`src/cpu_pkg.sv`:
```
package cpu_pkg;

    localparam int XLEN           = 32;
    localparam int REG_ADDR_WIDTH = 5;

    localparam int ALU_OP_WIDTH = 3;
    localparam logic [ALU_OP_WIDTH-1:0] ALU_ADD    = 3'd0;
    localparam logic [ALU_OP_WIDTH-1:0] ALU_SUB    = 3'd1;
    localparam logic [ALU_OP_WIDTH-1:0] ALU_AND    = 3'd2;
    localparam logic [ALU_OP_WIDTH-1:0] ALU_OR     = 3'd3;
    localparam logic [ALU_OP_WIDTH-1:0] ALU_XOR    = 3'd4;
    localparam logic [ALU_OP_WIDTH-1:0] ALU_SLT    = 3'd5;
    localparam logic [ALU_OP_WIDTH-1:0] ALU_PASS_B = 3'd6;

    localparam int OPA_SEL_WIDTH = 1;
    localparam logic [OPA_SEL_WIDTH-1:0] OPA_RS1 = 1'b0;
    localparam logic [OPA_SEL_WIDTH-1:0] OPA_PC  = 1'b1;

    localparam int OPB_SEL_WIDTH = 2;
    localparam logic [OPB_SEL_WIDTH-1:0] OPB_RS2  = 2'd0;
    localparam logic [OPB_SEL_WIDTH-1:0] OPB_IMM  = 2'd1;
    localparam logic [OPB_SEL_WIDTH-1:0] OPB_FOUR = 2'd2;

    localparam int NEXT_PC_WIDTH = 2;
    localparam logic [NEXT_PC_WIDTH-1:0] NEXT_PC_SEQ        = 2'd0;
    localparam logic [NEXT_PC_WIDTH-1:0] NEXT_PC_IF_ZERO    = 2'd1;
    localparam logic [NEXT_PC_WIDTH-1:0] NEXT_PC_IF_NONZERO = 2'd2;
    localparam logic [NEXT_PC_WIDTH-1:0] NEXT_PC_ALWAYS     = 2'd3;

    localparam logic WB_SEL_ALU = 1'b0;
    localparam logic WB_SEL_RAM = 1'b1;

endpackage

```
`src/execute_unit.sv`:
```
`timescale 1ns/10ps

module execute_unit (
    input  logic                               clk,
    input  logic                               reset_n,
    input  logic                               execute_enable,
    input  logic [cpu_pkg::XLEN-1:0]           pc,
    input  logic [cpu_pkg::XLEN-1:0]           rs1_data,
    input  logic [cpu_pkg::XLEN-1:0]           rs2_data,
    input  logic [cpu_pkg::XLEN-1:0]           imm,
    input  logic [cpu_pkg::ALU_OP_WIDTH-1:0]   alu_op,
    input  logic [cpu_pkg::OPA_SEL_WIDTH-1:0]  opa_sel,
    input  logic [cpu_pkg::OPB_SEL_WIDTH-1:0]  opb_sel,
    output logic [cpu_pkg::XLEN-1:0]           alu_result,
    output logic                               result_is_zero,
    output logic [cpu_pkg::XLEN-1:0]           branch_target,
    output logic [cpu_pkg::XLEN-1:0]           rs1_value,
    output logic [cpu_pkg::XLEN-1:0]           rs2_value,
    output logic [cpu_pkg::XLEN-1:0]           pc_plus_four
);

    import cpu_pkg::*;

    logic [XLEN-1:0] operand_a;
    logic [XLEN-1:0] operand_b;
    logic [XLEN-1:0] alu_out;

    assign operand_a = (opa_sel == OPA_PC) ? pc : rs1_data;

    always_comb begin
        case (opb_sel)
            OPB_RS2:  operand_b = rs2_data;
            OPB_IMM:  operand_b = imm;
            OPB_FOUR: operand_b = XLEN'(4);
            default:  operand_b = '0;
        endcase
    end

    always_comb begin
        case (alu_op)
            ALU_ADD:    alu_out = operand_a + operand_b;
            ALU_SUB:    alu_out = operand_a - operand_b;
            ALU_AND:    alu_out = operand_a & operand_b;
            ALU_OR:     alu_out = operand_a | operand_b;
            ALU_XOR:    alu_out = operand_a ^ operand_b;
            ALU_SLT:    alu_out = {{(XLEN-1){1'b0}}, $signed(operand_a) < $signed(operand_b)};
            ALU_PASS_B: alu_out = operand_b;
            default:    alu_out = '0;
        endcase
    end

    // Branch condition flag feeds next-PC control
    always_ff @(posedge clk) begin
        if (!reset_n) begin
            result_is_zero <= 1'b0;
        end else if (execute_enable) begin
            result_is_zero <= (alu_out == '0);
        end
    end

    always_ff @(posedge clk) begin
        if (execute_enable) begin
            alu_result    <= alu_out;
            branch_target <= pc + imm;
            rs1_value     <= rs1_data;
            rs2_value     <= rs2_data;
            pc_plus_four  <= pc + XLEN'(4);
        end
    end

endmodule

```
`config.mk`:
```
export PLATFORM = sky130hd
export DESIGN_NAME = execute_unit
export DESIGN_NICKNAME = d
export VERILOG_FILES = /design/src/cpu_pkg.sv /design/src/execute_unit.sv
export SDC_FILE = /design/constraint.sdc
export NUM_CORES = 1
export LEC_CHECK = 0
export ABC_AREA = 0
export BUFFER_PORTS_ARGS = -buffer_cell sky130_fd_sc_hd__buf_2
export CAP_MARGIN = 30
export CORE_MARGIN = 2
export CORE_UTILIZATION = 40
export CTS_BUF_LIST = sky130_fd_sc_hd__clkbuf_4
export DETAILED_ROUTE_END_ITERATION = 8
export SYNTH_ARGS = -nofsm -noshare
export SYNTH_HDL_FRONTEND = slang
export SYNTH_SLANG_ARGS = --single-unit
```
`constraint.sdc`:
```
create_clock -name clk -period 6.5 [get_ports clk]
set_input_delay 0.325 -clock clk [delete_from_list [all_inputs] [get_ports clk]]
set_output_delay 0.325 -clock clk [all_outputs]
set_load 0.01 [all_outputs]
```
==> impl_metrics.toml <==
[global_route]
antenna_found_initial = 4
grt_start_max_net_pins = 71
track_usage_pct = 27.3
grt-ovfl-total = 0
grt_pass1_wl_um = 75600
first_global_vias = 12545

[routing]
vias = 13613
first_iter_violations = 1503
ant_nets = 0
route.detailed.drc = 0
routed_via_density = 5.84
wire_per_inst_um = 21.9
drt-pass1-iter-count = 6
totalWireLength_um = 51000

[clocking]
cts_tree = "built"
cts_root_buffer = "clkbuf_4"
cts_num_sinks = 161
cts.clk_slew.worst_paths_ns = 0.16
h-tree-depth = 4
clk_latency_ns = 0.62
cts_buffers = 17
cts.path.max_buffers = 2

[floorplan]
io_pins = 298
die-area_mm2 = 0.0365
die_h_um = 191
core_area_mm2 = 0.0345
die_x_um = 191
start_util_pct = 40.5
rows = 68

[sta]
fin_worst_skew_ns = 0
setup_tns_ns = 0
fmaxAchievable_ghz = 0.197
max_slew.worst_pin.slew_ns = 1.07
hold_viol = 0
maxSlewViolCount = 0
max_slew_margin_pct = 27.9
fin_crit_sh_pct = 78.2
setup_viol = 0
rsz0062_at_grt = "false"
layout_min_cycle_time_ns = 5.08

[synth]
syn-num-nets = 1813
ys_async_sr_fraction_pct = 0
synth_seq_cells = 161
synth_area_mm2 = 0.0140
synth_edf_count = 160
ys_seq_area_share_pct = 34.5
synth_cell_types = 93
syn_inst = 1531
synth_flop_cell = "edfxtp_1"
yosysWarnings = 0
syn_area_per_cell_um2 = 9.14

[finish]
fin_util_pct = 48.7
final_common_cell = "buf_2"
area_growth_pct = 20.2
drive_above_1_share_pct = 23.2
final_nets = 2141
final_cell_mix = "buf_2 (297), edfxtp_1 (160), nor2_1 (151), ha_1 (142), inv_1 (124)"

[hold_path]
hp-class = "in2reg"

[pwr]
clkPwrFrac_pct = 21.7
internal_power_mw = 2.04
power_frac_comb_pct = 38.8
power.density_mw_per_mm2 = 198
seq_power_share_pct = 39.6
switching_power_mw = 1.28
switching_share_pct = 38.5
peakVddDrop_mv = 0.100
power.leakage_nw = 7.26

[worst_setup_path]
timing.critical_path.fanout_max = 25
arrival_ns = 5.62
end_kind = "register"
criticalPathCategory = "in2reg"
crit_required_ns = 7.04
critPathLaunchType = "input port"

[outcome]
status = "finished, final reports clean"

[placed_design]
port_buffers = 297
place_congestion = 0.997
dpl.hpwl_um = 39300

[flow_run]
max_cap_violations = 0
power groups by stage:
stage	clock, mW	sequential, mW	combinational [mW]
2_1_floorplan	0	1.40	0.724
3_3_place_gp	0	1.34	1.22
3_5_place_dp	0	1.34	1.22
4_1_cts	0.730	1.32	1.26
5_1_grt	0.762	1.33	1.40
6_report	0.720	1.32	1.29
synthesized netlist by cell type, drive strengths merged (21+ instances only):
master  count  area (um^2)
a211oi     22          170
a21oi     118          594
buf        21          105
clkbuf     52          236
edfxtp    160         4800
ha        142         1780
inv       125          469
mux2       34          383
mux2i      43          430
nand2      90          338
nand3      31          155
nor2      153          574
nor3       33          165
o21ai      87          439
or2        22          140
xnor2      46          403
cells by family after synthesis:
group           after synthesis  synth area share, %
mux                          78                 5.97
buf+inv                     200                 6.05
compound gates              436                 20.8
flops                       161                 34.5
xor+xnor                     65                 4.07
simple gates                446                 15.6
fa+ha+maj                   145                 13.1
sequential cells by signal (all words and copies together), names as in the netlist:
| register | count |
|---|---|
| result_is_zero | 1 |
| rs1_value | 32 |
| branch_target | 32 |
| pc_plus_four | 32 |
| alu_result | 32 |
| rs2_value | 32 |
layer usage:
metal | global-route usage [%] | vias to the layer above | wire (um)
met4 | 8.76 | 0 | 1320
met3 | 4.09 | 68 | 4300
met1 | 39.9 | 6566 | 23300
met5 | 0 | - | 0
met2 | 41.1 | 690 | 22100
li1 | - | 6289 | -
layout make-up:
type,instances,area [um^2]
Fill cell,3384,17700
Multi-Input combinational cell,1170,8330
Sequential cell,161,4820
Timing Repair Buffer,383,2300
Tap cell,455,569
Inverter,126,473
Clock inverter,14,179
Clock buffer,18,135
Antenna cell,4,10.0
stage by stage:
stage | setup WS, ns | area, um^2 | instances | hold slack (ns) | power [mW]
floorplan | 0.874 | 14000 | 1531 | 0.424 | 2.12
global placement | 0.965 | 15800 | 2227 | 0.494 | 2.56
detailed placement | 0.887 | 15800 | 2228 | 0.496 | 2.56
CTS | 1.48 | 16800 | 2327 | 0.00463 | 3.31
global route | 1.16 | 16800 | 2331 | 0.00773 | 3.49
finish | 1.42 | 16800 | 2331 | 0.0372 | 3.32
final timing paths:
path	from	endpoint	slack, ns	cells past startpoint
worst min-delay path	imm[0]	branch_target[0]$_DFFE_PP_	0.04	2
worst min register to register	result_is_zero$_SDFFE_PN0P_	result_is_zero$_SDFFE_PN0P_	0.53	2
worst max register to register	result_is_zero$_SDFFE_PN0P_	result_is_zero$_SDFFE_PN0P_	5.89	2
worst max-delay path	opb_sel[0]	result_is_zero$_SDFFE_PN0P_	1.42	16
what timing repair did:
action,4_1_cts,5_1_grt
buffers inserted,0,0
endpoints found under the hold margin,67,0
hold buffers,67,0
gates resized for setup,0,0
critical path: stages:
cell       delay, ns
buf_2           0.25
buf_4           0.46
mux2i_1         0.13
or2_2           0.34
ha_1            0.60
nor2b_1         0.15
or2_2           0.34
and2_1          0.17
a211oi_1        0.75
mux2i_1         0.27
o221ai_1        0.26
a2111oi_2       0.26
or4b_1          0.45
nor4_1          0.39
nand4_1         0.20
o41ai_2         0.25
(Power assumes the default switching activity.)
