[src/cpu_pkg.sv]
package cpu_pkg;

    localparam int XLEN           = 32;
    localparam int REG_ADDR_WIDTH = 5;

    localparam int ALU_OP_WIDTH = 3;
    localparam logic [ALU_OP_WIDTH-1:0] ALU_ADD    = 3'd0;
    localparam logic [ALU_OP_WIDTH-1:0] ALU_SUB    = 3'd1;
    localparam logic [ALU_OP_WIDTH-1:0] ALU_AND    = 3'd2;
    localparam logic [ALU_OP_WIDTH-1:0] ALU_OR     = 3'd3;
    localparam logic [ALU_OP_WIDTH-1:0] ALU_XOR    = 3'd4;
    localparam logic [ALU_OP_WIDTH-1:0] ALU_SLT    = 3'd5;
    localparam logic [ALU_OP_WIDTH-1:0] ALU_PASS_B = 3'd6;

    localparam int OPA_SEL_WIDTH = 1;
    localparam logic [OPA_SEL_WIDTH-1:0] OPA_RS1 = 1'b0;
    localparam logic [OPA_SEL_WIDTH-1:0] OPA_PC  = 1'b1;

    localparam int OPB_SEL_WIDTH = 2;
    localparam logic [OPB_SEL_WIDTH-1:0] OPB_RS2  = 2'd0;
    localparam logic [OPB_SEL_WIDTH-1:0] OPB_IMM  = 2'd1;
    localparam logic [OPB_SEL_WIDTH-1:0] OPB_FOUR = 2'd2;

    localparam int NEXT_PC_WIDTH = 2;
    localparam logic [NEXT_PC_WIDTH-1:0] NEXT_PC_SEQ        = 2'd0;
    localparam logic [NEXT_PC_WIDTH-1:0] NEXT_PC_IF_ZERO    = 2'd1;
    localparam logic [NEXT_PC_WIDTH-1:0] NEXT_PC_IF_NONZERO = 2'd2;
    localparam logic [NEXT_PC_WIDTH-1:0] NEXT_PC_ALWAYS     = 2'd3;

    localparam logic WB_SEL_ALU = 1'b0;
    localparam logic WB_SEL_RAM = 1'b1;

endpackage

[src/register_file.sv]
`timescale 1ns/10ps

module register_file (
    input  logic                                clk,
    input  logic                                reset_n,
    input  logic [cpu_pkg::REG_ADDR_WIDTH-1:0]  rs1_address,
    input  logic [cpu_pkg::REG_ADDR_WIDTH-1:0]  rs2_address,
    input  logic                                write_enable,
    input  logic [cpu_pkg::REG_ADDR_WIDTH-1:0]  write_address,
    input  logic [cpu_pkg::XLEN-1:0]            write_data,
    output logic [cpu_pkg::XLEN-1:0]            rs1_data,
    output logic [cpu_pkg::XLEN-1:0]            rs2_data
);

    import cpu_pkg::*;

    logic [XLEN-1:0] regs [2**REG_ADDR_WIDTH];

    always_ff @(posedge clk) begin
        if (!reset_n) begin
            for (int n = 0; n < 2**REG_ADDR_WIDTH; n++) begin
                regs[n] <= '0;
            end
        end else if (write_enable && (write_address != '0)) begin
            regs[write_address] <= write_data;
        end
    end

    // x0 hardwired
    assign rs1_data = (rs1_address == '0) ? '0 : regs[rs1_address];
    assign rs2_data = (rs2_address == '0) ? '0 : regs[rs2_address];

endmodule

[config.mk]
export PLATFORM = sky130hd
export DESIGN_NAME = register_file
export DESIGN_NICKNAME = d
export VERILOG_FILES = /design/src/cpu_pkg.sv /design/src/register_file.sv
export SDC_FILE = /design/constraint.sdc
export NUM_CORES = 2
export LEC_CHECK = 0
export BUFFER_PORTS_ARGS = -buffer_cell sky130_fd_sc_hd__buf_4
export CORE_AREA = 5 5 400 559
export CTS_CLUSTER_SIZE = 14
export DETAILED_ROUTE_END_ITERATION = 10
export DIE_AREA = 0 0 405 564
export PLACE_DENSITY = 0.49
export REMOVE_ABC_BUFFERS = 1
export SYNTH_ARGS = -nofsm -noshare
export SYNTH_HDL_FRONTEND = slang
export SYNTH_SLANG_ARGS = --single-unit
[constraint.sdc]
create_clock -name clk -period 4.9 [get_ports clk]
set_input_delay 0.735 -clock clk [delete_from_list [all_inputs] [get_ports clk]]
set_output_delay 0.735 -clock clk [all_outputs]
set_load 0.03 [all_outputs]
==> results by stage <==
Status:
- The flow ran to the end, but the final reports show violations.
- The checks that failed: capacitance limit.

Clock tree:
- The CTS clock-pin slew for the worst setup and hold paths is 0.07 ns.
- The clock tree from TritonCTS is done.
- The number of buffers added for setup after CTS is 0.
- The number of buffers inserted by hold repair at cts is 0.
- The number of buffers added by the clock tree synthesis step is 97.
- The sink count of the clock tree is 1024.
- The number of H-tree levels is 3.
- The root buffer cell chosen for the clock tree is sky130_fd_sc_hd__clkbuf_16.
- The clock passes through at most 3 buffers.
- After clock tree synthesis, the repair step resized 0 gates.

Floorplan:
- The area of the die is 0.2284 sq mm.
- The initial utilization of the core area, before any placement, comes to 0.2487.
- The initialized floorplan defines 203 standard-cell rows.
- The die is 564 microns tall.
- The floorplan step defined a core boundary enclosing 0.2179 sq mm.
- The I/O pin count is 114.
- From left edge to right edge, the die measures 405 microns.

Detailed routing:
- The detailed-routing iteration count for the pre-antenna-repair pass is 5.
- After detailed routing, the total wire length is 200800 microns.
- The detailed router finished its first iteration with 2798 violations.
- The DRC violation count after routing is 0.
- In this run the remaining antenna-violating nets after routing total 0.
- Summing over every cut layer, the via total after detailed routing is 33023.
- The number of vias per cell is 5.052.
- Dividing the detail-routed wire length by the instance count gives 30.71 microns.

Setup path:
- The endpoint arrival time on the critical path is 3.98 ns.
- Along the worst path, the maximum fanout reaches 27.
- At the worst endpoint, the required time is 4.16 ns.
- The critical path is of the in2out type.
- The kind of end point of the critical path is an output port.
- STA classifies the critical path startpoint as an input port.

Logic synthesis:
- The number of enable flip-flop cells after synthesis is 1024.
- The count of warnings emitted by yosys is 0.
- The distinct cell type count of the synthesized netlist is 41.
- The synthesized netlist occupies a cell area of 0.05420 sq mm.
- For this run, the register share of the synthesized area comes to 0.5673.
- Of all flip-flops after synthesis, the portion carrying an async set or reset was 0.
- Synthesis produced 3509 cells.
- The mean instance size in the synthesized netlist is 15.45 sq um.
- The most used flip-flop cell after synthesis is sky130_fd_sc_hd__edfxtp_1.
- In this run, synthesis produced a sequential element count of 1024.

Timing:
- The max-slew violation count is 0.
- The final critical path time including I/O delays and setup is 4.717 ns.
- At the pin with the least slew margin, the transition time is 1.457 ns.
- The sum of negative setup slack is 0 ns.
- The relative slew slack is 0.003466.
- Setup repair after global routing left no endpoint under its margin.
- The highest clock rate is 212.0 MHz.
- The final hold violation count is 0.
- The final number of setup-violating endpoints is 0.
- The tightest hold margin is 0.5607 ns.
- After layout, the worst setup slack is 0.1835 ns.
- The share of the clock period used by the worst path after layout is 0.9626.

Pwr:
- Power spread over the standard cell area amounts to 331.3 mW/mm^2.
- The total power is 20820 uW.
- The worst-case IR drop observed on VDD is 0.2410 mV.
- The leakage component of the power is 0.02102 uW.

Placement:
- The number of port buffers is 113.
- The setup slack at placement is 0.3283 ns.
- The final weighted congestion in routability-driven placement is 0.7984.
- The placed wire-length estimate after detailed placement is 129200 microns.

Final layout:
- The area overhead of the layout relative to synthesis is 15.95%.
- Ranked by flip-flop count, first place goes to regs.
- The largest registers in the layout are regs x1024.
- The number of nets at the end of the flow is 3637.
- Once layout is complete, the utilization of the core stands at 0.2884.
- The fraction of final layout cells with drive strength greater than 1 is 0.2866.
- The register with the most flip-flops in the layout has 1024 of them.

GRT:
- The via count of the first global-routing pass is 34825.
- The pin count of the biggest net entering global routing is 54.
- The global-route wire length before repair is 278100 microns.
- The number of antenna violations at the first check in global routing was 14.
- For this run, the total global-route usage over all layers was measured as 0.1720.
- Global routing finished with a remaining overflow of 0.

Job:
- The number of maximum-capacitance constraint violations is 1.

Hold path:
- The path class of the tightest hold or removal check is in2reg.
-- cell usage in the layout (no fill, tap or decap), types with 8 or more instances in the layout --
master | Yosys | layout
sky130_fd_sc_hd__edfxtp_1 | 1024 | 1024
sky130_fd_sc_hd__clkbuf_1 | 275 | 17
sky130_fd_sc_hd__clkinv_2 | 0 | 20
sky130_fd_sc_hd__clkbuf_16 | 0 | 97
sky130_fd_sc_hd__a211oi_1 | 34 | 34
sky130_fd_sc_hd__a2111oi_1 | 12 | 12
sky130_fd_sc_hd__clkinv_1 | 0 | 19
sky130_fd_sc_hd__bufinv_16 | 0 | 8
sky130_fd_sc_hd__buf_4 | 37 | 289
sky130_fd_sc_hd__buf_12 | 0 | 41
sky130_fd_sc_hd__nor2_4 | 0 | 32
sky130_fd_sc_hd__a22o_1 | 51 | 51
sky130_fd_sc_hd__o22ai_1 | 79 | 79
sky130_fd_sc_hd__a22oi_1 | 18 | 18
sky130_fd_sc_hd__conb_1 | 1 | 32
sky130_fd_sc_hd__mux2_2 | 30 | 30
sky130_fd_sc_hd__nor2b_1 | 15 | 13
sky130_fd_sc_hd__o21ai_4 | 0 | 31
sky130_fd_sc_hd__o221ai_1 | 27 | 27
sky130_fd_sc_hd__and2_1 | 996 | 995
sky130_fd_sc_hd__a21oi_1 | 10 | 10
sky130_fd_sc_hd__mux4_2 | 470 | 470
sky130_fd_sc_hd__nand2_1 | 9 | 9
sky130_fd_sc_hd__nor3_1 | 54 | 54
sky130_fd_sc_hd__mux2i_1 | 154 | 154
sky130_fd_sc_hd__a2111oi_0 | 17 | 17
-- per-layer routing --
metal	share of wire	global-route usage
met1	0.38	0.2012
met2	0.53	0.3155
met3	0.057	0.02507
met4	0.042	0.06887
met5	0.00033	0
-- power breakdown --
part           switching (uW)  internal (uW)
logic                    1680           1180
registers                 261          10100
clock network            3520           4060
-- layout make-up --
type / count / area (sq um)
timing repair buffer: 336 / 3074
multi-input combinational: 2126 / 22390
antenna: 7 / 17.52
fill: 21735 / 155100
inverter: 2 / 7.507
tap: 2870 / 3591
clock inverter: 58 / 528.0
sequential: 1024 / 30750
clock buffer: 114 / 2491
-- path summary, 6_finish.rpt --
| path | startpoint | to | slack [ns] | cells after the start |
|---|---|---|---|---|
| min | write_data[2] | regs[29][2] | 0.56 | 2 |
| max | rs2_address[1] | rs2_data[19] | 0.18 | 8 |
-- through the flow --
stage / cell area [sq um] / instances
2_1_floorplan: 52520 / 3152
3_3_place_gp: 59810 / 6358
3_5_place_dp: 59810 / 6358
4_1_cts: 62830 / 6530
5_1_grt: 62840 / 6531
6_report: 62850 / 6537
-- cells in the mapped netlist (all sizes together) (6+ instances only) --
library cell	number	area share
edfxtp	1024	0.57
and2	996	0.11
mux4	470	0.20
clkbuf	275	0.019
mux2i	154	0.028
buf	113	0.014
o22ai	79	0.0091
nor3	54	0.0050
a22o	51	0.0082
nor2	36	0.0025
a211oi	34	0.0047
o21ai	33	0.0030
mux2	30	0.0062
a2111oi	29	0.0050
o221ai	27	0.0044
a22oi	18	0.0025
nor2b	15	0.0017
a21oi	10	0.00092
nand2	9	0.00062
nor4	8	0.00092
nand2b	6	0.00069
-- cell families after synthesis --
family / after synthesis / share of synthesized area
buffers and inverters: 390 / 0.03333
flip-flops: 1024 / 0.5673
other: 1 / 0.00006918
AND/OR/NAND/NOR: 1149 / 0.1297
multiplexers: 654 / 0.2300
AO/OA/AOI/OAI: 291 / 0.03961
-- critical path: stages --
cell and delay, ns:
sky130_fd_sc_hd__buf_6 0.27, sky130_fd_sc_hd__buf_4 0.31, sky130_fd_sc_hd__nor2b_4 0.14, sky130_fd_sc_hd__buf_12 0.19
sky130_fd_sc_hd__a22o_1 0.29, sky130_fd_sc_hd__a2111oi_0 1.20, sky130_fd_sc_hd__nor3_1 0.38, sky130_fd_sc_hd__buf_4 0.31
(Power assumes the default switching activity.)
