## config.mk

```make
export PLATFORM = sky130hd
export DESIGN_NAME = stage_sequencer
export DESIGN_NICKNAME = d
export VERILOG_FILES = /design/src/stage_sequencer.sv
export SDC_FILE = /design/constraint.sdc
export NUM_CORES = 1
export LEC_CHECK = 0
export ABC_CLOCK_PERIOD_IN_PS = 1200
export BUFFER_PORTS_ARGS = -buffer_cell sky130_fd_sc_hd__buf_2
export CAP_MARGIN = 20
export CORE_AREA = 2 2 39 41
export DETAILED_ROUTE_END_ITERATION = 10
export DIE_AREA = 0 0 41 43
export PLACE_DENSITY = 0.4
export RECOVER_POWER = 50
export SLEW_MARGIN = 20
export SYNTH_ARGS = -nofsm -noshare
export SYNTH_HDL_FRONTEND = slang
export SYNTH_SLANG_ARGS = --single-unit
```

## constraint.sdc

```tcl
create_clock -name clk -period 1.2 [get_ports clk]
set_input_delay 0.18 -clock clk [delete_from_list [all_inputs] [get_ports clk]]
set_output_delay 0.18 -clock clk [all_outputs]
set_load 0.005 [all_outputs]
```

## src/stage_sequencer.sv

```systemverilog
`timescale 1ns/10ps

module stage_sequencer (
    input  logic clk,
    input  logic reset_n,
    input  logic run,
    output logic fetch_enable,
    output logic decode_enable,
    output logic execute_enable,
    output logic memory_enable,
    output logic writeback_enable
);

    localparam logic [2:0] S_IDLE      = 3'd0;
    localparam logic [2:0] S_FETCH     = 3'd1;
    localparam logic [2:0] S_DECODE    = 3'd2;
    localparam logic [2:0] S_EXECUTE   = 3'd3;
    localparam logic [2:0] S_MEMORY    = 3'd4;
    localparam logic [2:0] S_WRITEBACK = 3'd5;

    logic [2:0] state;

    always_ff @(posedge clk) begin
        if (!reset_n) begin
            state <= S_IDLE;
        end else begin
            case (state)
                S_IDLE:      state <= run ? S_FETCH : S_IDLE;
                S_FETCH:     state <= S_DECODE;
                S_DECODE:    state <= S_EXECUTE;
                S_EXECUTE:   state <= S_MEMORY;
                S_MEMORY:    state <= S_WRITEBACK;
                // Instruction in flight always completes before stopping
                S_WRITEBACK: state <= run ? S_FETCH : S_IDLE;
                default:     state <= S_IDLE;
            endcase
        end
    end

    assign fetch_enable     = (state == S_FETCH);
    assign decode_enable    = (state == S_DECODE);
    assign execute_enable   = (state == S_EXECUTE);
    assign memory_enable    = (state == S_MEMORY);
    assign writeback_enable = (state == S_WRITEBACK);

endmodule

```

==> results of run 1 <==
## worst min path at each step
stage          endpoint  slack (ps)
6_report       state[2]         190
4_1_cts        state[2]         190
5_1_grt        state[2]         190
3_5_place_dp   state[2]         420
3_3_place_gp   state[2]         400
2_1_floorplan  state[2]         300
## synthesized netlist by cell type (all sizes together)
cell / number
a2111oi: 1
a21boi: 1
and3b: 2
buf: 1
dfxtp: 3
inv: 1
nor3: 2
nor3b: 3
o21a: 1
xnor2: 1
## per-layer routing
metal | wire [um] | track usage
met3 | 35 | 0.0314
met1 | 171 | 0.0573
met2 | 172 | 0.0563
met4 | 0 | 0.0400
met5 | 0 | 0
## power breakdown
part           internal, W  switching, W
Clock             0.000125     0.0000515
Combinational    0.0000311     0.0000168
Sequential        0.000112     0.0000210
Total             0.000268     0.0000893
## critical path, delay by kind of cell (launching register included)
family	cells	cell delay, ps
DFF	1	380
buffers and inverters	1	140
and+or+nand+nor	1	190
## per-stage QoR
stage | std cells | util
floorplan | 16 | -
global placement | 38 | 0.155
detailed placement | 38 | 0.155
CTS | 42 | 0.176
global route | 42 | 0.179
finish | 42 | 0.179
## logic make-up after synthesis
kind of cell,count (synthesis),share of synthesized area
AND/OR/NAND/NOR,7,0.343
flip-flops,3,0.366
buffers and inverters,2,0.0534
XOR/XNOR,1,0.0534
AO/OA/AOI/OAI,3,0.183
## timing repair
item                       in CTS  in global routing
gates resized for setup         3                  3
cloned                          0                  0
setup endpoints to repair       5                  4
pin swaps                       0                  0
## layout make-up
class                   count  area, um^2  share of cell area
clock buffers               4        26.3               0.106
inverters                   1        3.75              0.0152
multi-input cells          11        93.8               0.379
repair buffers              7        35.0               0.141
well taps                  16        20.0              0.0808
flip-flops and latches      3        68.8               0.278
==> flow_summary.yaml, run 1 <==
global_routing:
  grt_pass1_wl_um: 517
  grt.overflow.total: 0
  antenna_found_initial: 0
  grt_pass1_vias: 136
  grt_max_degree: 10
  grt.total_usage: 0.0480
worst_hold_path:
  hold_depth: 2
  hold_class: "in2reg"
  holdCritStartpoint: "reset_n"
critical_path:
  r2r-end: "state[0]"
  worstSetupPathType: "reg2out"
  cp.required_ps: 1020
  critPathCapture: "memory_enable"
  crit_path_max_fanout: 9
  rr_worst_depth: 2
  crit_start: "state[2]"
  slowest_stage: "dfxtp_4"
  cp_cell_sequence: "nor3b_2 -> buf_2"
  critPathLaunchType: "flip-flop"
  r2r_setup_slack_ps: 270
  cp.arrival_ps: 940
  critPathCaptureType: "primary output"
  max_stage_delay_ps: 380
  reg2reg_from: "state[0]"
drt:
  drt-total-wl_um: 380
  route.detailed.drc: 0
  via_per_inst: 3.79
  wl_per_cell_um: 9.05
  final_antenna_net_count: 0
  first_iter_violations: 0
  via_count: 159
  drtPass1Iterations: 1
clocking:
  clockBufferDepth: 2
  cts.clk_slew.worst_paths_ps: 40
  hold_buffers: 0
  clock_sinks: 3
  ctsRootBufferMaster: "clkbuf_4"
  htreeDepth: 1
  numCtsBuffers: 3
  cts_tree: "done"
  cts_setup_buffers: 0
  insertion_delay_ps: 230
synthesis:
  netlist_top_cells_area: "dfxtp_1 37%, a2111oi_2 9.2%, nor3b_1 9.2%, nor3b_2 7.6%, and3b_2 6.1%"
  synth_cells: 16
  ys_warn_count: 0
  synthesis.nets: 19
  synth_top_area_frac: 0.366
  netlist_area_um2: 164
  yosysTopAreaCell: "dfxtp_1"
  yosysSeqAreaShare: 0.366
  avgSynthCellArea_um2: 10.2
  yosysUniqueCellTypes: 12
  ys_ff_latch: 3
status:
  status: "complete, no violations"
finish:
  final_cell_mix: "7 x buf_2, 3 x clkbuf_4, 2 x nor3b_2, 2 x nor3_1, 2 x dfxtp_4"
  final_common_cell: "buf_2"
  drive_gt1_frac: 0.615
  diodes: 0
  final_area_um2: 248
  fill_cells: 155
  regMostFlops: "state"
  area_growth_pct: 51.1
  fin_nets: 30
  top_regs: "state: 3 flops"
  largest_register_ffs: 3
timing:
  setup_tns_ps: 0
  rsz0062_at_grt: "no"
  hold_viol: 0
  holdWs_ps: 185
  fmax_ghz: 0.895
  fin_skew_ps: 0.372
  setup_slack_ps: 82.2
  fin_crit_sh: 0.932
  finalCriticalPeriod_ps: 1120
  setup_viol: 0
  slew_violations: 0
  max_slew.worst_pin.slew_ps: 326
  relSlewSlack: 0.777
placement:
  portBuffers: 7
  post-dp-hpwl_um: 256
  dp_slack_ps: 179
  place_area_um2: 214
  gp_congestion: 0.548
die:
  initial_core_util: 0.118
  ios: 8
  fp-row-count: 14
  core_um2: 1380
  die_h_um: 43
  dieArea_um2: 1760
  die-width_um: 41
run:
  drv_cap: 0
power:
  vdd_drop_max_uv: 276
  powerDensity_nw_per_um2: 1440
  p_total_w: 0.000357
  power_leakage_nw: 0.117
No activity file was read; power rests on OpenSTA's default activity.
==> run 2: changes to the inputs <==
PLACE_DENSITY = default   (was 0.4)
PLACE_DENSITY_LB_ADDON = 0.05   (was default)
==> flow_summary.yaml, run 2 (synthesized netlist as in run 1, its figures left out) <==
clocking:
  htreeDepth: 1
  cts.clk_slew.worst_paths_ps: 40
  numCtsBuffers: 3
  hold_buffers: 0
  clockBufferDepth: 2
  ctsRootBufferMaster: "clkbuf_4"
  insertion_delay_ps: 230
  clock_sinks: 3
  cts_tree: "done"
run:
  drv_cap: 0
global_routing:
  antenna_found_initial: 0
  grt_pass1_vias: 174
  grt.overflow.total: 0
  grt.total_usage: 0.0642
  grt_pass1_wl_um: 703
  grt_max_degree: 10
finish:
  fin_util: 0.189
  top_regs: "state: 3 flops"
  fin_nets: 30
  final_common_cell: "buf_2"
  area_growth_pct: 59.5
  largest_register_ffs: 3
  final_area_um2: 262
  final_cell_mix: "7 x buf_2, 3 x nor3b_2, 3 x clkbuf_4, 3 x dfxtp_4, 2 x nor3_1"
  drive_gt1_frac: 0.692
  diodes: 0
  regMostFlops: "state"
  fin_cells: 42
timing:
  max_slew.worst_pin.slew_ps: 254
  fmax_ghz: 0.872
  setup_viol: 0
  relSlewSlack: 0.831
  fin_skew_ps: 4.61
  setup_slack_ps: 52.7
  slew_violations: 0
  hold_viol: 0
  rsz0062_at_grt: "yes"
  fin_crit_sh: 0.956
  holdWs_ps: 164
  finalCriticalPeriod_ps: 1150
critical_path:
  crit_start: "state[2]"
  r2r_setup_slack_ps: 320
  cp.required_ps: 1020
  rr_worst_depth: 2
  critPathLaunchType: "flip-flop"
  r2r-end: "state[0]"
  cp.arrival_ps: 970
  critPathCaptureType: "primary output"
  reg2reg_from: "state[0]"
  crit_path_max_fanout: 9
  worstSetupPathType: "reg2out"
power:
  power.switching_w: 0.0000964
  internal-power_w: 0.000271
  power_leakage_nw: 0.122
  pwr-share-comb: 0.146
  pwr-share-seq: 0.368
  swShare: 0.262
  pwr-share-clk: 0.485
  vdd_drop_max_uv: 376
  powerDensity_nw_per_um2: 1410
die:
  core_um2: 1380
  dieArea_um2: 1760
  initial_core_util: 0.118
  die-width_um: 41
  fp-row-count: 14
  ios: 8
  die_h_um: 43
placement:
  portBuffers: 7
  place_area_um2: 214
  dp_cells: 38
  dp_slack_ps: 185
  gp_congestion: 0.603
  post-dp-hpwl_um: 273
drt:
  m1WireLength_um: 156
  route.detailed.drc: 0
  dr_wl_met3_um: 22
  first_iter_violations: 0
  drtPass1Iterations: 1
  dr_wl_met2_um: 196
  via_count: 155
  wl_per_cell_um: 8.93
  final_antenna_net_count: 0
  highest_layer: "met3"
  via_per_inst: 3.69
  drt-total-wl_um: 375
worst_hold_path:
  hold_class: "in2reg"
  hold_end: "state[2]"
  holdCritStartpoint: "reset_n"
  hold_depth: 2
status:
  status: "complete, no violations"
run 2: cell type report:
class / instances / area (um^2)
fill: 156 / 1120
multi-input combinational: 11 / 105
sequential: 3 / 71.3
timing repair buffer: 7 / 35.0
clock buffer: 4 / 26.3
tap: 16 / 20.0
inverter: 1 / 3.75
run 2: metal layers:
metal | track usage | vias up
li1 | - | 79
met4 | 0.0600 | 0
met2 | 0.0813 | 4
met5 | 0 | -
met1 | 0.0641 | 72
met3 | 0.0471 | 0
run 2: metrics by stage:
| stage | setup TNS (ps) | power [W] |
|---|---|---|
| finish | 0 | 0.000368 |
| CTS | 0 | 0.000376 |
| floorplan | 0 | 0.000167 |
| global route | -9.86 | 0.000398 |
| detailed placement | 0 | 0.000185 |
| global placement | 0 | 0.000187 |
run 2: worst max-delay path by stage:
| stage | end | slack [ps] | depth (start not counted) |
|---|---|---|---|
| floorplan | state[2] | 280 | 2 |
| global placement | memory_enable | 180 | 2 |
| detailed placement | memory_enable | 180 | 2 |
| CTS | memory_enable | 20 | 2 |
| global route | memory_enable | -10 | 2 |
| finish | memory_enable | 50 | 2 |
run 2: timing repair:
item / CTS / global route
setup buffers: 0 / 0
pin swaps: 0 / 0
setup endpoints to repair: 5 / 5
gates resized for setup: 3 / 5
gates cloned: 0 / 0
run 2: worst max-delay path, cell delays in order (launching register included):
cell and delay, ps:
dfxtp_4 390, nor3b_2 200, buf_2 150
run 2: power groups by stage:
stage | clock network [W] | logic [W] | registers, W
global placement | 0 | 0.0000523 | 0.000135
finish | 0.000178 | 0.0000538 | 0.000135
CTS | 0.000190 | 0.0000523 | 0.000134
detailed placement | 0 | 0.0000518 | 0.000133
floorplan | 0 | 0.0000465 | 0.000120
global route | 0.000197 | 0.0000610 | 0.000140
