==> src/cpu_pkg.sv <==
package cpu_pkg;

    localparam int XLEN           = 32;
    localparam int REG_ADDR_WIDTH = 5;

    localparam int ALU_OP_WIDTH = 3;
    localparam logic [ALU_OP_WIDTH-1:0] ALU_ADD    = 3'd0;
    localparam logic [ALU_OP_WIDTH-1:0] ALU_SUB    = 3'd1;
    localparam logic [ALU_OP_WIDTH-1:0] ALU_AND    = 3'd2;
    localparam logic [ALU_OP_WIDTH-1:0] ALU_OR     = 3'd3;
    localparam logic [ALU_OP_WIDTH-1:0] ALU_XOR    = 3'd4;
    localparam logic [ALU_OP_WIDTH-1:0] ALU_SLT    = 3'd5;
    localparam logic [ALU_OP_WIDTH-1:0] ALU_PASS_B = 3'd6;

    localparam int OPA_SEL_WIDTH = 1;
    localparam logic [OPA_SEL_WIDTH-1:0] OPA_RS1 = 1'b0;
    localparam logic [OPA_SEL_WIDTH-1:0] OPA_PC  = 1'b1;

    localparam int OPB_SEL_WIDTH = 2;
    localparam logic [OPB_SEL_WIDTH-1:0] OPB_RS2  = 2'd0;
    localparam logic [OPB_SEL_WIDTH-1:0] OPB_IMM  = 2'd1;
    localparam logic [OPB_SEL_WIDTH-1:0] OPB_FOUR = 2'd2;

    localparam int NEXT_PC_WIDTH = 2;
    localparam logic [NEXT_PC_WIDTH-1:0] NEXT_PC_SEQ        = 2'd0;
    localparam logic [NEXT_PC_WIDTH-1:0] NEXT_PC_IF_ZERO    = 2'd1;
    localparam logic [NEXT_PC_WIDTH-1:0] NEXT_PC_IF_NONZERO = 2'd2;
    localparam logic [NEXT_PC_WIDTH-1:0] NEXT_PC_ALWAYS     = 2'd3;

    localparam logic WB_SEL_ALU = 1'b0;
    localparam logic WB_SEL_RAM = 1'b1;

endpackage

==> src/isa_pkg.sv <==
package isa_pkg;

    typedef struct packed {
        logic [6:0] funct7;
        logic [4:0] rs2;
        logic [4:0] rs1;
        logic [2:0] funct3;
        logic [4:0] rd;
        logic [6:0] opcode;
    } r_type_t;

    typedef struct packed {
        logic [11:0] imm_11_0;
        logic [4:0]  rs1;
        logic [2:0]  funct3;
        logic [4:0]  rd;
        logic [6:0]  opcode;
    } i_type_t;

    typedef struct packed {
        logic [6:0] imm_11_5;
        logic [4:0] rs2;
        logic [4:0] rs1;
        logic [2:0] funct3;
        logic [4:0] imm_4_0;
        logic [6:0] opcode;
    } s_type_t;

    typedef struct packed {
        logic       imm_12;
        logic [5:0] imm_10_5;
        logic [4:0] rs2;
        logic [4:0] rs1;
        logic [2:0] funct3;
        logic [3:0] imm_4_1;
        logic       imm_11;
        logic [6:0] opcode;
    } b_type_t;

    typedef struct packed {
        logic [19:0] imm_31_12;
        logic [4:0]  rd;
        logic [6:0]  opcode;
    } u_type_t;

    typedef struct packed {
        logic       imm_20;
        logic [9:0] imm_10_1;
        logic       imm_11;
        logic [7:0] imm_19_12;
        logic [4:0] rd;
        logic [6:0] opcode;
    } j_type_t;

    // One instruction word, read through whichever format its opcode names
    typedef union packed {
        r_type_t r;
        i_type_t i;
        s_type_t s;
        b_type_t b;
        u_type_t u;
        j_type_t j;
    } instr_t;

    localparam logic [6:0] OPC_OP     = 7'b0110011;
    localparam logic [6:0] OPC_OP_IMM = 7'b0010011;
    localparam logic [6:0] OPC_LOAD   = 7'b0000011;
    localparam logic [6:0] OPC_STORE  = 7'b0100011;
    localparam logic [6:0] OPC_BRANCH = 7'b1100011;
    localparam logic [6:0] OPC_JAL    = 7'b1101111;
    localparam logic [6:0] OPC_LUI    = 7'b0110111;
    // custom-0
    localparam logic [6:0] OPC_OUT    = 7'b0001011;

    localparam logic [2:0] F3_ADD_SUB = 3'b000;
    localparam logic [2:0] F3_SLT     = 3'b010;
    localparam logic [2:0] F3_XOR     = 3'b100;
    localparam logic [2:0] F3_OR      = 3'b110;
    localparam logic [2:0] F3_AND     = 3'b111;
    localparam logic [2:0] F3_BEQ     = 3'b000;
    localparam logic [2:0] F3_BNE     = 3'b001;

    localparam logic [6:0] F7_SUB = 7'b0100000;

endpackage
==> src/decoder.sv <==
`timescale 1ns/10ps

module decoder (
    input  logic                                clk,
    input  logic                                reset_n,
    input  logic                                decode_enable,
    input  isa_pkg::instr_t                     instruction,
    output logic [cpu_pkg::REG_ADDR_WIDTH-1:0]  rs1_address,
    output logic [cpu_pkg::REG_ADDR_WIDTH-1:0]  rs2_address,
    output logic [cpu_pkg::REG_ADDR_WIDTH-1:0]  rd_address,
    output logic [cpu_pkg::XLEN-1:0]            imm,
    output logic [cpu_pkg::ALU_OP_WIDTH-1:0]    alu_op,
    output logic [cpu_pkg::OPA_SEL_WIDTH-1:0]   opa_sel,
    output logic [cpu_pkg::OPB_SEL_WIDTH-1:0]   opb_sel,
    output logic [cpu_pkg::NEXT_PC_WIDTH-1:0]   next_pc_sel,
    output logic                                wb_sel,
    output logic                                reg_write,
    output logic                                ram_write,
    output logic                                out_write
);

    import isa_pkg::*;
    import cpu_pkg::*;

    logic [XLEN-1:0]          imm_d;
    logic [ALU_OP_WIDTH-1:0]  alu_op_d;
    logic [OPA_SEL_WIDTH-1:0] opa_sel_d;
    logic [OPB_SEL_WIDTH-1:0] opb_sel_d;
    logic [NEXT_PC_WIDTH-1:0] next_pc_sel_d;
    logic                     wb_sel_d;
    logic                     reg_write_d;
    logic                     ram_write_d;
    logic                     out_write_d;

    // Register reads happen during the decode cycle
    assign rs1_address = instruction.r.rs1;
    assign rs2_address = instruction.r.rs2;

    always_comb begin
        imm_d         = '0;
        alu_op_d      = ALU_ADD;
        opa_sel_d     = OPA_RS1;
        opb_sel_d     = OPB_RS2;
        next_pc_sel_d = NEXT_PC_SEQ;
        wb_sel_d      = WB_SEL_ALU;
        reg_write_d   = 1'b0;
        ram_write_d   = 1'b0;
        out_write_d   = 1'b0;
        case (instruction.r.opcode)
            OPC_OP: begin
                reg_write_d = 1'b1;
                case (instruction.r.funct3)
                    F3_ADD_SUB: alu_op_d = (instruction.r.funct7 == F7_SUB) ? ALU_SUB : ALU_ADD;
                    F3_SLT:     alu_op_d = ALU_SLT;
                    F3_XOR:     alu_op_d = ALU_XOR;
                    F3_OR:      alu_op_d = ALU_OR;
                    F3_AND:     alu_op_d = ALU_AND;
                    default:    reg_write_d = 1'b0;
                endcase
            end
            OPC_OP_IMM: begin
                imm_d       = {{20{instruction.i.imm_11_0[11]}}, instruction.i.imm_11_0};
                opb_sel_d   = OPB_IMM;
                reg_write_d = (instruction.i.funct3 == F3_ADD_SUB);
            end
            OPC_LOAD: begin
                imm_d       = {{20{instruction.i.imm_11_0[11]}}, instruction.i.imm_11_0};
                opb_sel_d   = OPB_IMM;
                wb_sel_d    = WB_SEL_RAM;
                reg_write_d = 1'b1;
            end
            OPC_STORE: begin
                imm_d       = {{20{instruction.s.imm_11_5[6]}}, instruction.s.imm_11_5,
                               instruction.s.imm_4_0};
                opb_sel_d   = OPB_IMM;
                ram_write_d = 1'b1;
            end
            OPC_BRANCH: begin
                imm_d    = {{19{instruction.b.imm_12}}, instruction.b.imm_12,
                            instruction.b.imm_11, instruction.b.imm_10_5,
                            instruction.b.imm_4_1, 1'b0};
                alu_op_d = ALU_SUB;
                if (instruction.b.funct3 == F3_BEQ) begin
                    next_pc_sel_d = NEXT_PC_IF_ZERO;
                end else if (instruction.b.funct3 == F3_BNE) begin
                    next_pc_sel_d = NEXT_PC_IF_NONZERO;
                end
            end
            OPC_JAL: begin
                imm_d         = {{11{instruction.j.imm_20}}, instruction.j.imm_20,
                                 instruction.j.imm_19_12, instruction.j.imm_11,
                                 instruction.j.imm_10_1, 1'b0};
                // Link value is pc + 4
                opa_sel_d     = OPA_PC;
                opb_sel_d     = OPB_FOUR;
                next_pc_sel_d = NEXT_PC_ALWAYS;
                reg_write_d   = 1'b1;
            end
            OPC_LUI: begin
                imm_d       = {instruction.u.imm_31_12, 12'b0};
                alu_op_d    = ALU_PASS_B;
                opb_sel_d   = OPB_IMM;
                reg_write_d = 1'b1;
            end
            OPC_OUT: out_write_d = 1'b1;
            default: ;
        endcase
    end

    always_ff @(posedge clk) begin
        if (!reset_n) begin
            next_pc_sel <= NEXT_PC_SEQ;
            reg_write   <= 1'b0;
            ram_write   <= 1'b0;
            out_write   <= 1'b0;
        end else if (decode_enable) begin
            next_pc_sel <= next_pc_sel_d;
            reg_write   <= reg_write_d;
            ram_write   <= ram_write_d;
            out_write   <= out_write_d;
        end
    end

    always_ff @(posedge clk) begin
        if (decode_enable) begin
            rd_address <= instruction.r.rd;
            imm        <= imm_d;
            alu_op     <= alu_op_d;
            opa_sel    <= opa_sel_d;
            opb_sel    <= opb_sel_d;
            wb_sel     <= wb_sel_d;
        end
    end

endmodule

==> config.mk <==
export PLATFORM = sky130hd
export DESIGN_NAME = decoder
export DESIGN_NICKNAME = d
export VERILOG_FILES = /design/src/cpu_pkg.sv /design/src/isa_pkg.sv /design/src/decoder.sv
export SDC_FILE = /design/constraint.sdc
export NUM_CORES = 1
export LEC_CHECK = 0
export ABC_CLOCK_PERIOD_IN_PS = 2700
export BUFFER_PORTS_ARGS = -buffer_cell sky130_fd_sc_hd__buf_2
export CORE_MARGIN = 1
export CORE_UTILIZATION = 51
export DETAILED_ROUTE_END_ITERATION = 16
export GPL_TIMING_DRIVEN = 0
export PLACE_DENSITY = 0.85
export SKIP_CTS_REPAIR_TIMING = 1
export SLEW_MARGIN = 0
export SYNTH_ARGS = -nofsm -noshare
export SYNTH_HDL_FRONTEND = slang
export SYNTH_SLANG_ARGS = --single-unit
==> constraint.sdc <==
create_clock -name clk -period 2.7 [get_ports clk]
set_clock_uncertainty 0.05 [all_clocks]
set_input_delay 0.135 -clock clk [delete_from_list [all_inputs] [get_ports clk]]
set_output_delay 0.135 -clock clk [all_outputs]
set_load 0.05 [all_outputs]
==> run summary, run 1 <==
RSZ-0062 raised after global routing: false
Avg Synthesized Cell Area: 14.53 sq um
share of cells above drive strength 1: 51.95%
leading area contributor after synthesis: edfxtp_1
Worst Setup Start Kind: primary input
Cell Area, Placed: 0.002708 sq mm
WL/cell: 14.64 um
global-route wire length before repair: 6479 um
commonest cells after routing, fill and taps aside: buf_2 (93), edfxtp_1 (44), buf_4 (12), a21o_1 (12), a21o_2 (9)
Reg2Reg Depth: 2
Multi-input gate area: 649.4 sq um
CTS tree: built
hold_sp: reset_n
Critical Path Stages: 4
Critical-path top delay cell: buf_2
Die Span X: 67.38 um
asr flop ratio synth: 0%
Finished Core Util: 70.58%
setup ws final: 1.334 ns
Synth top area share: 60.62%
Die Span Y: 67.38 um
Crit path buffers/inverters: 2
Final Max Tran Viols: 0
Worst EP arrival: 1.51 ns
DRC errors left: 0
Ys Warns: 0
Worst slew margin: 35.59%
Hold Path End: next_pc_sel[1]$_SDFFE_PN0P_
worst-path fanout max: 45
crit-path max cell delay: 0.72 ns
detailed-route via count: 1616
clock slew seen by the registers of the worst setup and hold paths: 0.09 ns
Leak: 1.330 nW
flop2flop setup slack: 1.99 ns
most common cell after layout, fill and taps aside: buf_2
Post-DP HPWL: 3160 um
drt pass-1 iters: 4
Final Cycle Share: 50.59%
n_diodes: 0
Antenna Nets Post-Route: 0
Core ar.: 0.004058 sq mm
Tot GR Track Use: 19.87%
Worst Tran Pin Value: 0.9662 ns
Fin. Hold Viols: 0
Netlist cell types: 42
IO Pins: 94
Max VDD drop: 0.0004324 V
WHS Path Cells: 3
CP Data Required Time: 2.84 ns
area growth from synthesis to final layout: 31.40%
vias in the first global route: 1411
die area: 0.004539 sq mm
flops & latches, synth: 49
max-cap violations: 0
RePlAce Congestion: 0.8131
Final setup viols: 0
largest net degree at the start of global routing: 46
Final Cell Area: 0.002864 sq mm
Clock Path Buffers: 2
initial antenna violation count: 0
Setup CP Type: in2reg
Site Rows: 23
Pwr Total: 1.726 mW
Critical Path Sink Type: flip-flop
Top Family by Delay on Critical Path: buffers and inverters
worst flop-to-flop path endpoint: next_pc_sel[0]$_SDFFE_PN0P_
Root Driver: clkbuf_8
Place WS: 1.011 ns
Synth Flop Type: edfxtp_1
Total Wirelength: 4480 um
Post-synth EDFFs: 44
initial DRC count: 149
Vias/cell: 5.281
CTS Sinks: 49
Mapped Cells: 150
sequential share of the synthesized area: 65.21%
P per Cell Area: 602.6 mW/mm^2
final setup TNS: 0 ns
I/O Buffers: 93
Synth area leaders: edfxtp_1 (61%), dfxtp_1 (4.6%), a21o_1 (4.1%)
Cell Area, Synth: 0.002180 sq mm
CTS Buf Count: 5
clk_lat worst skew: 0.30 ns
crit path time final: 1.366 ns
Hold Crit Class: in2reg
FMAX: 0.7320 GHz
Syn Nets: 185
status: finished, final reports clean
RR Startpoint: next_pc_sel[0]$_SDFFE_PN0P_
total global routing overflow: 0
# nets final: 290
Layout fillers: 299
H-tree Lvls: 2
Register Area: 0.001421 sq mm
CP Cell Sequence: buf_2 -> clkbuf_1 -> mux2i_1 -> nor2b_1
Initial Utilization: 53.72%
==> synth_stat cells (2+ instances only) <==
library cell,count
a21o_1,12
a21o_2,9
a21oi_1,5
a22o_1,4
a31oi_1,3
buf_4,12
dfxtp_1,5
edfxtp_1,44
nand2_1,3
nand3_1,3
nor2_1,7
nor2b_1,7
nor4_1,2
o21a_1,2
o21ai_0,4
o22ai_1,2
==> worst register-to-register path, stage by stage (launching register included) <==
cell,delay [ns]
dfxtp_1,0.32
o21ai_0,0.16
a21oi_1,0.06
==> registers in the layout, summed over array words and instances (netlist names) <==
register / cells
ram_write: 1
reg_write: 1
opa_sel: 1
opb_sel: 2
imm: 32
out_write: 1
wb_sel: 1
next_pc_sel: 2
rd_address: 5
alu_op: 3
==> through the flow <==
step	instances	hold slack, ns
floorplan	150	0.1839
global placement	293	0.2807
detailed placement	293	0.2816
CTS	301	-0.03212
global route	306	0.06136
finish	306	0.05510
==> report_power, final <==
part | switching, mW | internal, mW
logic | 0.259 | 0.0849
clock network | 0.229 | 0.273
registers | 0.0108 | 0.869
==> worst max path at each step <==
stage / start / end
after floorplan: instruction[0] / imm[12]$_DFFE_PP_
after global placement: decode_enable / out_write$_SDFFE_PN0P_
after detailed placement: decode_enable / out_write$_SDFFE_PN0P_
after CTS: decode_enable / out_write$_SDFFE_PN0P_
after global routing: decode_enable / ram_write$_SDFFE_PN0P_
final: decode_enable / out_write$_SDFFE_PN0P_
==> metal layers <==
metal / global-route usage (%) / vias to the layer above / share of wire (%)
met4: 9.043 / 0 / 1.4
met3: 4.899 / 6 / 7.0
met1: 24.86 / 757 / 43
met5: 0 / - / 0
met2: 32.38 / 75 / 48
li1: - / 778 / -
==> cell families (layout without fill, tap and decap cells) <==
logic type | after synthesis | in the layout | share of synthesized area, %
AND/OR/NAND/NOR | 37 | 37 | 12.46
XOR/XNOR | 1 | 1 | 0.4019
buffers and inverters | 15 | 121 | 4.994
flip-flops | 49 | 49 | 65.21
AO/OA/AOI/OAI | 47 | 47 | 16.48
multiplexers | 1 | 1 | 0.4593
==> area by class of cell <==
type	count	share of cell area [%]
multi-input combinational	86	22.67
clock inverter	2	1.180
inverter	1	0.1311
timing repair buffer	98	18.00
sequential	49	49.63
clock buffer	6	2.534
tap	50	2.184
buffer	14	3.670
(Power assumes the default switching activity.)
==> inputs of run 2 (changes only) <==
Settings changed: ABC_CLOCK_PERIOD_IN_PS 2700 to 1250, CORE_UTILIZATION 51 to 42, PLACE_DENSITY 0.85 to 0.75.
Clock period 2.7 ns to 1.25 ns, I/O delays scaled along.
==> run 2 against run 1 <==
  * The flow now finishes with violations (negative hold slack)
  * Worst setup slack lost 1.3 ns
  * Combinational power grew 120%
  * Clock power grew 80%
  * First-iteration DRC count shrank 48%
  * Sequential power grew 120%
  * Non-clock buffer count grew 3
  * Hold slack lost 0.058 ns
  * Clock-buffer cell count shrank 1
  * Cell area grew 1.9%
  * Register-to-register slack lost 1.4 ns
  * Sequential share of layout area shrank 0.94 points
  * Sequential cell count is the same
  * Critical path type unchanged
  * Critical endpoint is now imm[23]$_DFFE_PP_
  * Largest power group unchanged
==> run summary, run 2 (synthesized netlist as in run 1, its figures left out) <==
Clock Path Buffers: 2
flop2flop setup slack: 0.55 ns
most common cell after layout, fill and taps aside: buf_2
Total Wirelength: 4652 um
CP Data Required Time: 1.37 ns
drt pass-1 iters: 4
Pwr Total: 3.563 mW
initial antenna violation count: 0
I/O Buffers: 93
Worst EP arrival: 1.30 ns
DRC errors left: 0
detailed-route via count: 1606
Worst Setup Start Kind: primary input
total global routing overflow: 0
global-route wire length before repair: 6879 um
die area: 0.005482 sq mm
CTS tree: built
commonest cells after routing, fill and taps aside: buf_2 (92), edfxtp_1 (44), buf_4 (12), a21o_1 (12), a21o_2 (9)
Regs by FF count: imm x32, rd_address x5, alu_op x3
IO Pins: 94
Fin. Hold Viols: 1
Core ar.: 0.004848 sq mm
Worst Tran Pin Value: 0.7107 ns
Initial Utilization: 44.95%
clk_lat worst skew: 0.29 ns
worst-path fanout max: 10
Die Span Y: 74.04 um
Leak: 1.347 nW
vias in the first global route: 1443
Critical Path Sink Type: flip-flop
Antenna Nets Post-Route: 0
WL/cell: 14.27 um
CTS Buf Count: 5
area growth from synthesis to final layout: 33.93%
crit path time final: 1.180 ns
max FFs per register: 32
Reg2Reg Depth: 2
n_diodes: 0
Vias/cell: 4.926
WHS Path Cells: 2
share of cells above drive strength 1: 51.74%
largest net degree at the start of global routing: 46
Root Driver: clkbuf_8
Hold WS: -0.002613 ns
Setup CP Type: in2reg
Worst slew margin: 52.18%
# nets final: 293
Final Max Tran Viols: 0
initial DRC count: 78
status: complete, but fails checks
Tot GR Track Use: 17.16%
RSZ-0062 raised after global routing: false
RePlAce Congestion: 0.8771
CTS Sinks: 49
FMAX: 0.8474 GHz
failing checks: negative hold slack
Final setup viols: 0
Final Cycle Share: 94.41%
H-tree Lvls: 2
Site Rows: 25
Max VDD drop: 0.0007958 V
Die Span X: 74.04 um
Top reg by flops: imm
Hold Crit Class: in2reg
clock slew seen by the registers of the worst setup and hold paths: 0.09 ns
P per Cell Area: 1221 mW/mm^2
Post-DP HPWL: 3233 um
max-cap violations: 0
-- run 2: through the flow --
step / utilization (%) / setup WS (ns) / instances / TNS, ns / area, sq um
final: 60.21 / 0.06990 / 326 / 0 / 2919
after global routing: 60.21 / 0.001695 / 326 / 0 / 2919
after CTS: 58.06 / -0.04523 / 318 / -0.1109 / 2815
after detailed placement: 56.28 / -0.3574 / 310 / -7.284 / 2729
after global placement: 56.28 / -0.3504 / 310 / -6.986 / 2729
after floorplan: - / 0.07797 / 150 / 0 / 2180
-- run 2: path summary, 6_finish.rpt --
kind / startpoint / end
max: instruction[2] / imm[23]$_DFFE_PP_
min: instruction[15] / imm[15]$_DFFE_PP_
max reg2reg: reg_write$_SDFFE_PN0P_ / reg_write$_SDFFE_PN0P_
min reg2reg: ram_write$_SDFFE_PN0P_ / ram_write$_SDFFE_PN0P_
-- run 2: per-layer routing --
metal	wire (um)	track usage, %
met2	2239	27.88
met1	2021	22.52
met4	64	6.624
met3	327	3.794
met5	0	0
-- run 2: area by class of cell --
type                       instances  area [sq um]
fill                             407          1929
sequential                        49          1421
multi-input combinational         86         670.6
timing repair buffer             101         548.0
buffer                            14         105.1
tap                               67         83.83
clock buffer                       5         68.82
clock inverter                     3         17.52
inverter                           1         3.754
-- run 2: critical path, cell delays in order --
cell	delay, ns
buf_2	0.13
nand3b_4	0.19
nor3_4	0.43
o21a_1	0.23
buf_6	0.15
a21o_1	0.10
-- run 2: where the power goes --
group	total, mW	switching (mW)	internal (mW)
clock network	0.906	0.518	0.388
logic	0.760	0.567	0.193
registers	1.90	0.0222	1.88
total	3.56	1.11	2.46
==> inputs of run 3 (changes only) <==
Settings changed: CORE_ASPECT_RATIO from default to 1.4, CTS_CLUSTER_DIAMETER from default to 150, CTS_CLUSTER_SIZE from default to 12.
==> run 3 against run 2 <==
  * Cell area shrank 0.51%
  * Critical path type unchanged
  * Register-to-register slack lost 0.02 ns
  * Routed wire length shrank 9.0%
  * Hold slack gained 0.0097 ns
  * The flow now finishes without violations
==> run summary, run 3 (synthesized netlist as in run 1, its figures left out) <==
Layout fillers: 424
Clk pwr share: 29.0%
initial DRC count: 91
Vias/cell: 4.869
CTS Buf Count: 5
combinational share of power: 20.1%
n_diodes: 0
CP Data Required Time: 1.37 ns
max FFs per register: 32
CTS tree: built
DRC errors left: 0
placed insts: 307
Reg2Reg Depth: 2
status: finished, final reports clean
detailed-route via count: 1563
Cell Area, Placed: 0.002725 sq mm
Clock Path Buffers: 2
Psw: 1.075 mW
CTS Sinks: 49
Internal: 2.651 mW
Worst Tran Pin Value: 0.5749 ns
worst flop-to-flop path endpoint: reg_write$_SDFFE_PN0P_
clock slew seen by the registers of the worst setup and hold paths: 0.08 ns
H-tree Lvls: 2
Fin. Hold Viols: 0
die area: 0.005486 sq mm
area growth from synthesis to final layout: 33.24%
Post-DP HPWL: 3207 um
Initial Utilization: 44.33%
# nets final: 291
share of cells above drive strength 1: 52.53%
RR Startpoint: reg_write$_SDFFE_PN0P_
global-route wire length before repair: 6458 um
Site Rows: 30
RSZ-0062 raised after global routing: false
Leak: 1.334 nW
Total Wirelength: 4234 um
commonest cells after routing, fill and taps aside: buf_2 (92), edfxtp_1 (44), buf_4 (12), a21o_1 (12), a21o_2 (9)
most common cell after layout, fill and taps aside: buf_2
initial antenna violation count: 0
Worst Setup Start Kind: primary input
Core ar.: 0.004917 sq mm
drt pass-1 iters: 4
Post-Layout Cell Count: 321
Sw Share: 28.86%
WL/cell: 13.19 um
Die Span X: 62.89 um
Worst EP arrival: 1.32 ns
IO Pins: 94
I/O Buffers: 93
crit path time final: 1.199 ns
Final Cell Area: 0.002904 sq mm
Setup CP Type: in2reg
worst-path fanout max: 10
Hold Crit Class: in2reg
Regs by FF count: imm x32, rd_address x5, alu_op x3
P per Cell Area: 1283 mW/mm^2
Place WS: -0.3505 ns
largest net degree at the start of global routing: 46
final setup TNS: 0 ns
Final setup viols: 0
Hold WS: 0.007132 ns
WHS Path Cells: 2
Worst slew margin: 61.67%
Root Driver: clkbuf_8
Antenna Nets Post-Route: 0
vias in the first global route: 1404
Critical Path Sink Type: flip-flop
hold_sp: instruction[18]
Die Span Y: 87.24 um
flop2flop setup slack: 0.53 ns
setup ws final: 0.05069 ns
RePlAce Congestion: 0.7623
total global routing overflow: 0
Tot GR Track Use: 15.47%
Top reg by flops: imm
Final Cycle Share: 95.94%
FMAX: 0.8338 GHz
max-cap violations: 0
Final Max Tran Viols: 0
sequential fraction of design power: 50.9%
clk_lat worst skew: 0.29 ns
Max VDD drop: 0.0004640 V
Hold Path End: imm[18]$_DFFE_PP_
-- run 3: changes by cell type in the layout (fill, tap and decap cells not counted), sizes merged --
cell	previous run	this run
dlygate4sd3	8	6
clkinvlp	0	1
bufinv	0	1
clkinv	3	1
-- run 3: worst max path at each step --
stage	startpoint	slack (ns)	endpoint
global route	instruction[3]	0.01	imm[15]$_DFFE_PP_
detailed placement	decode_enable	-0.35	out_write$_SDFFE_PN0P_
CTS	decode_enable	-0.05	reg_write$_SDFFE_PN0P_
global placement	decode_enable	-0.33	out_write$_SDFFE_PN0P_
floorplan	instruction[0]	0.08	imm[12]$_DFFE_PP_
finish	instruction[3]	0.05	imm[28]$_DFFE_PP_
-- run 3: metrics by stage --
step           power, mW  util (%)
2_1_floorplan      2.440         -
3_3_place_gp       2.665     55.42
3_5_place_dp       2.670     55.42
4_1_cts            3.728     57.66
5_1_grt            3.859     59.06
6_report           3.726     59.06
-- run 3: layout make-up --
| cell class | instances | area [sq um] | area share (%) |
|---|---|---|---|
| repair buffers | 99 | 528.0 | 18.18 |
| flip-flops and latches | 49 | 1421 | 48.94 |
| plain buffers | 14 | 105.1 | 3.619 |
| well taps | 64 | 80.08 | 2.757 |
| clock buffers | 5 | 68.82 | 2.370 |
| clock inverters | 3 | 41.29 | 1.422 |
| inverters | 1 | 3.754 | 0.1293 |
| multi-input cells | 86 | 655.6 | 22.58 |
-- run 3: worst max-delay path: stages --
cell,delay [ns]
buf_2,0.16
nor4bb_2,0.40
o2bb2ai_2,0.25
o21a_1,0.20
buf_6,0.15
a21o_2,0.10
-- run 3: routing by layer --
metal | up-vias | track usage (%) | wire, um
met5 | - | 0 | 0
met4 | 0 | 7.822 | 103
met3 | 7 | 3.272 | 203
met2 | 64 | 27.86 | 2262
met1 | 712 | 17.07 | 1666
li1 | 780 | - | -
-- run 3: power by group through the flow --
stage	logic, mW	clock network (mW)	registers (mW)
finish	0.749	1.08	1.90
global route	0.782	1.17	1.90
CTS	0.735	1.09	1.90
detailed placement	0.734	0	1.94
global placement	0.731	0	1.93
floorplan	0.159	0	2.28
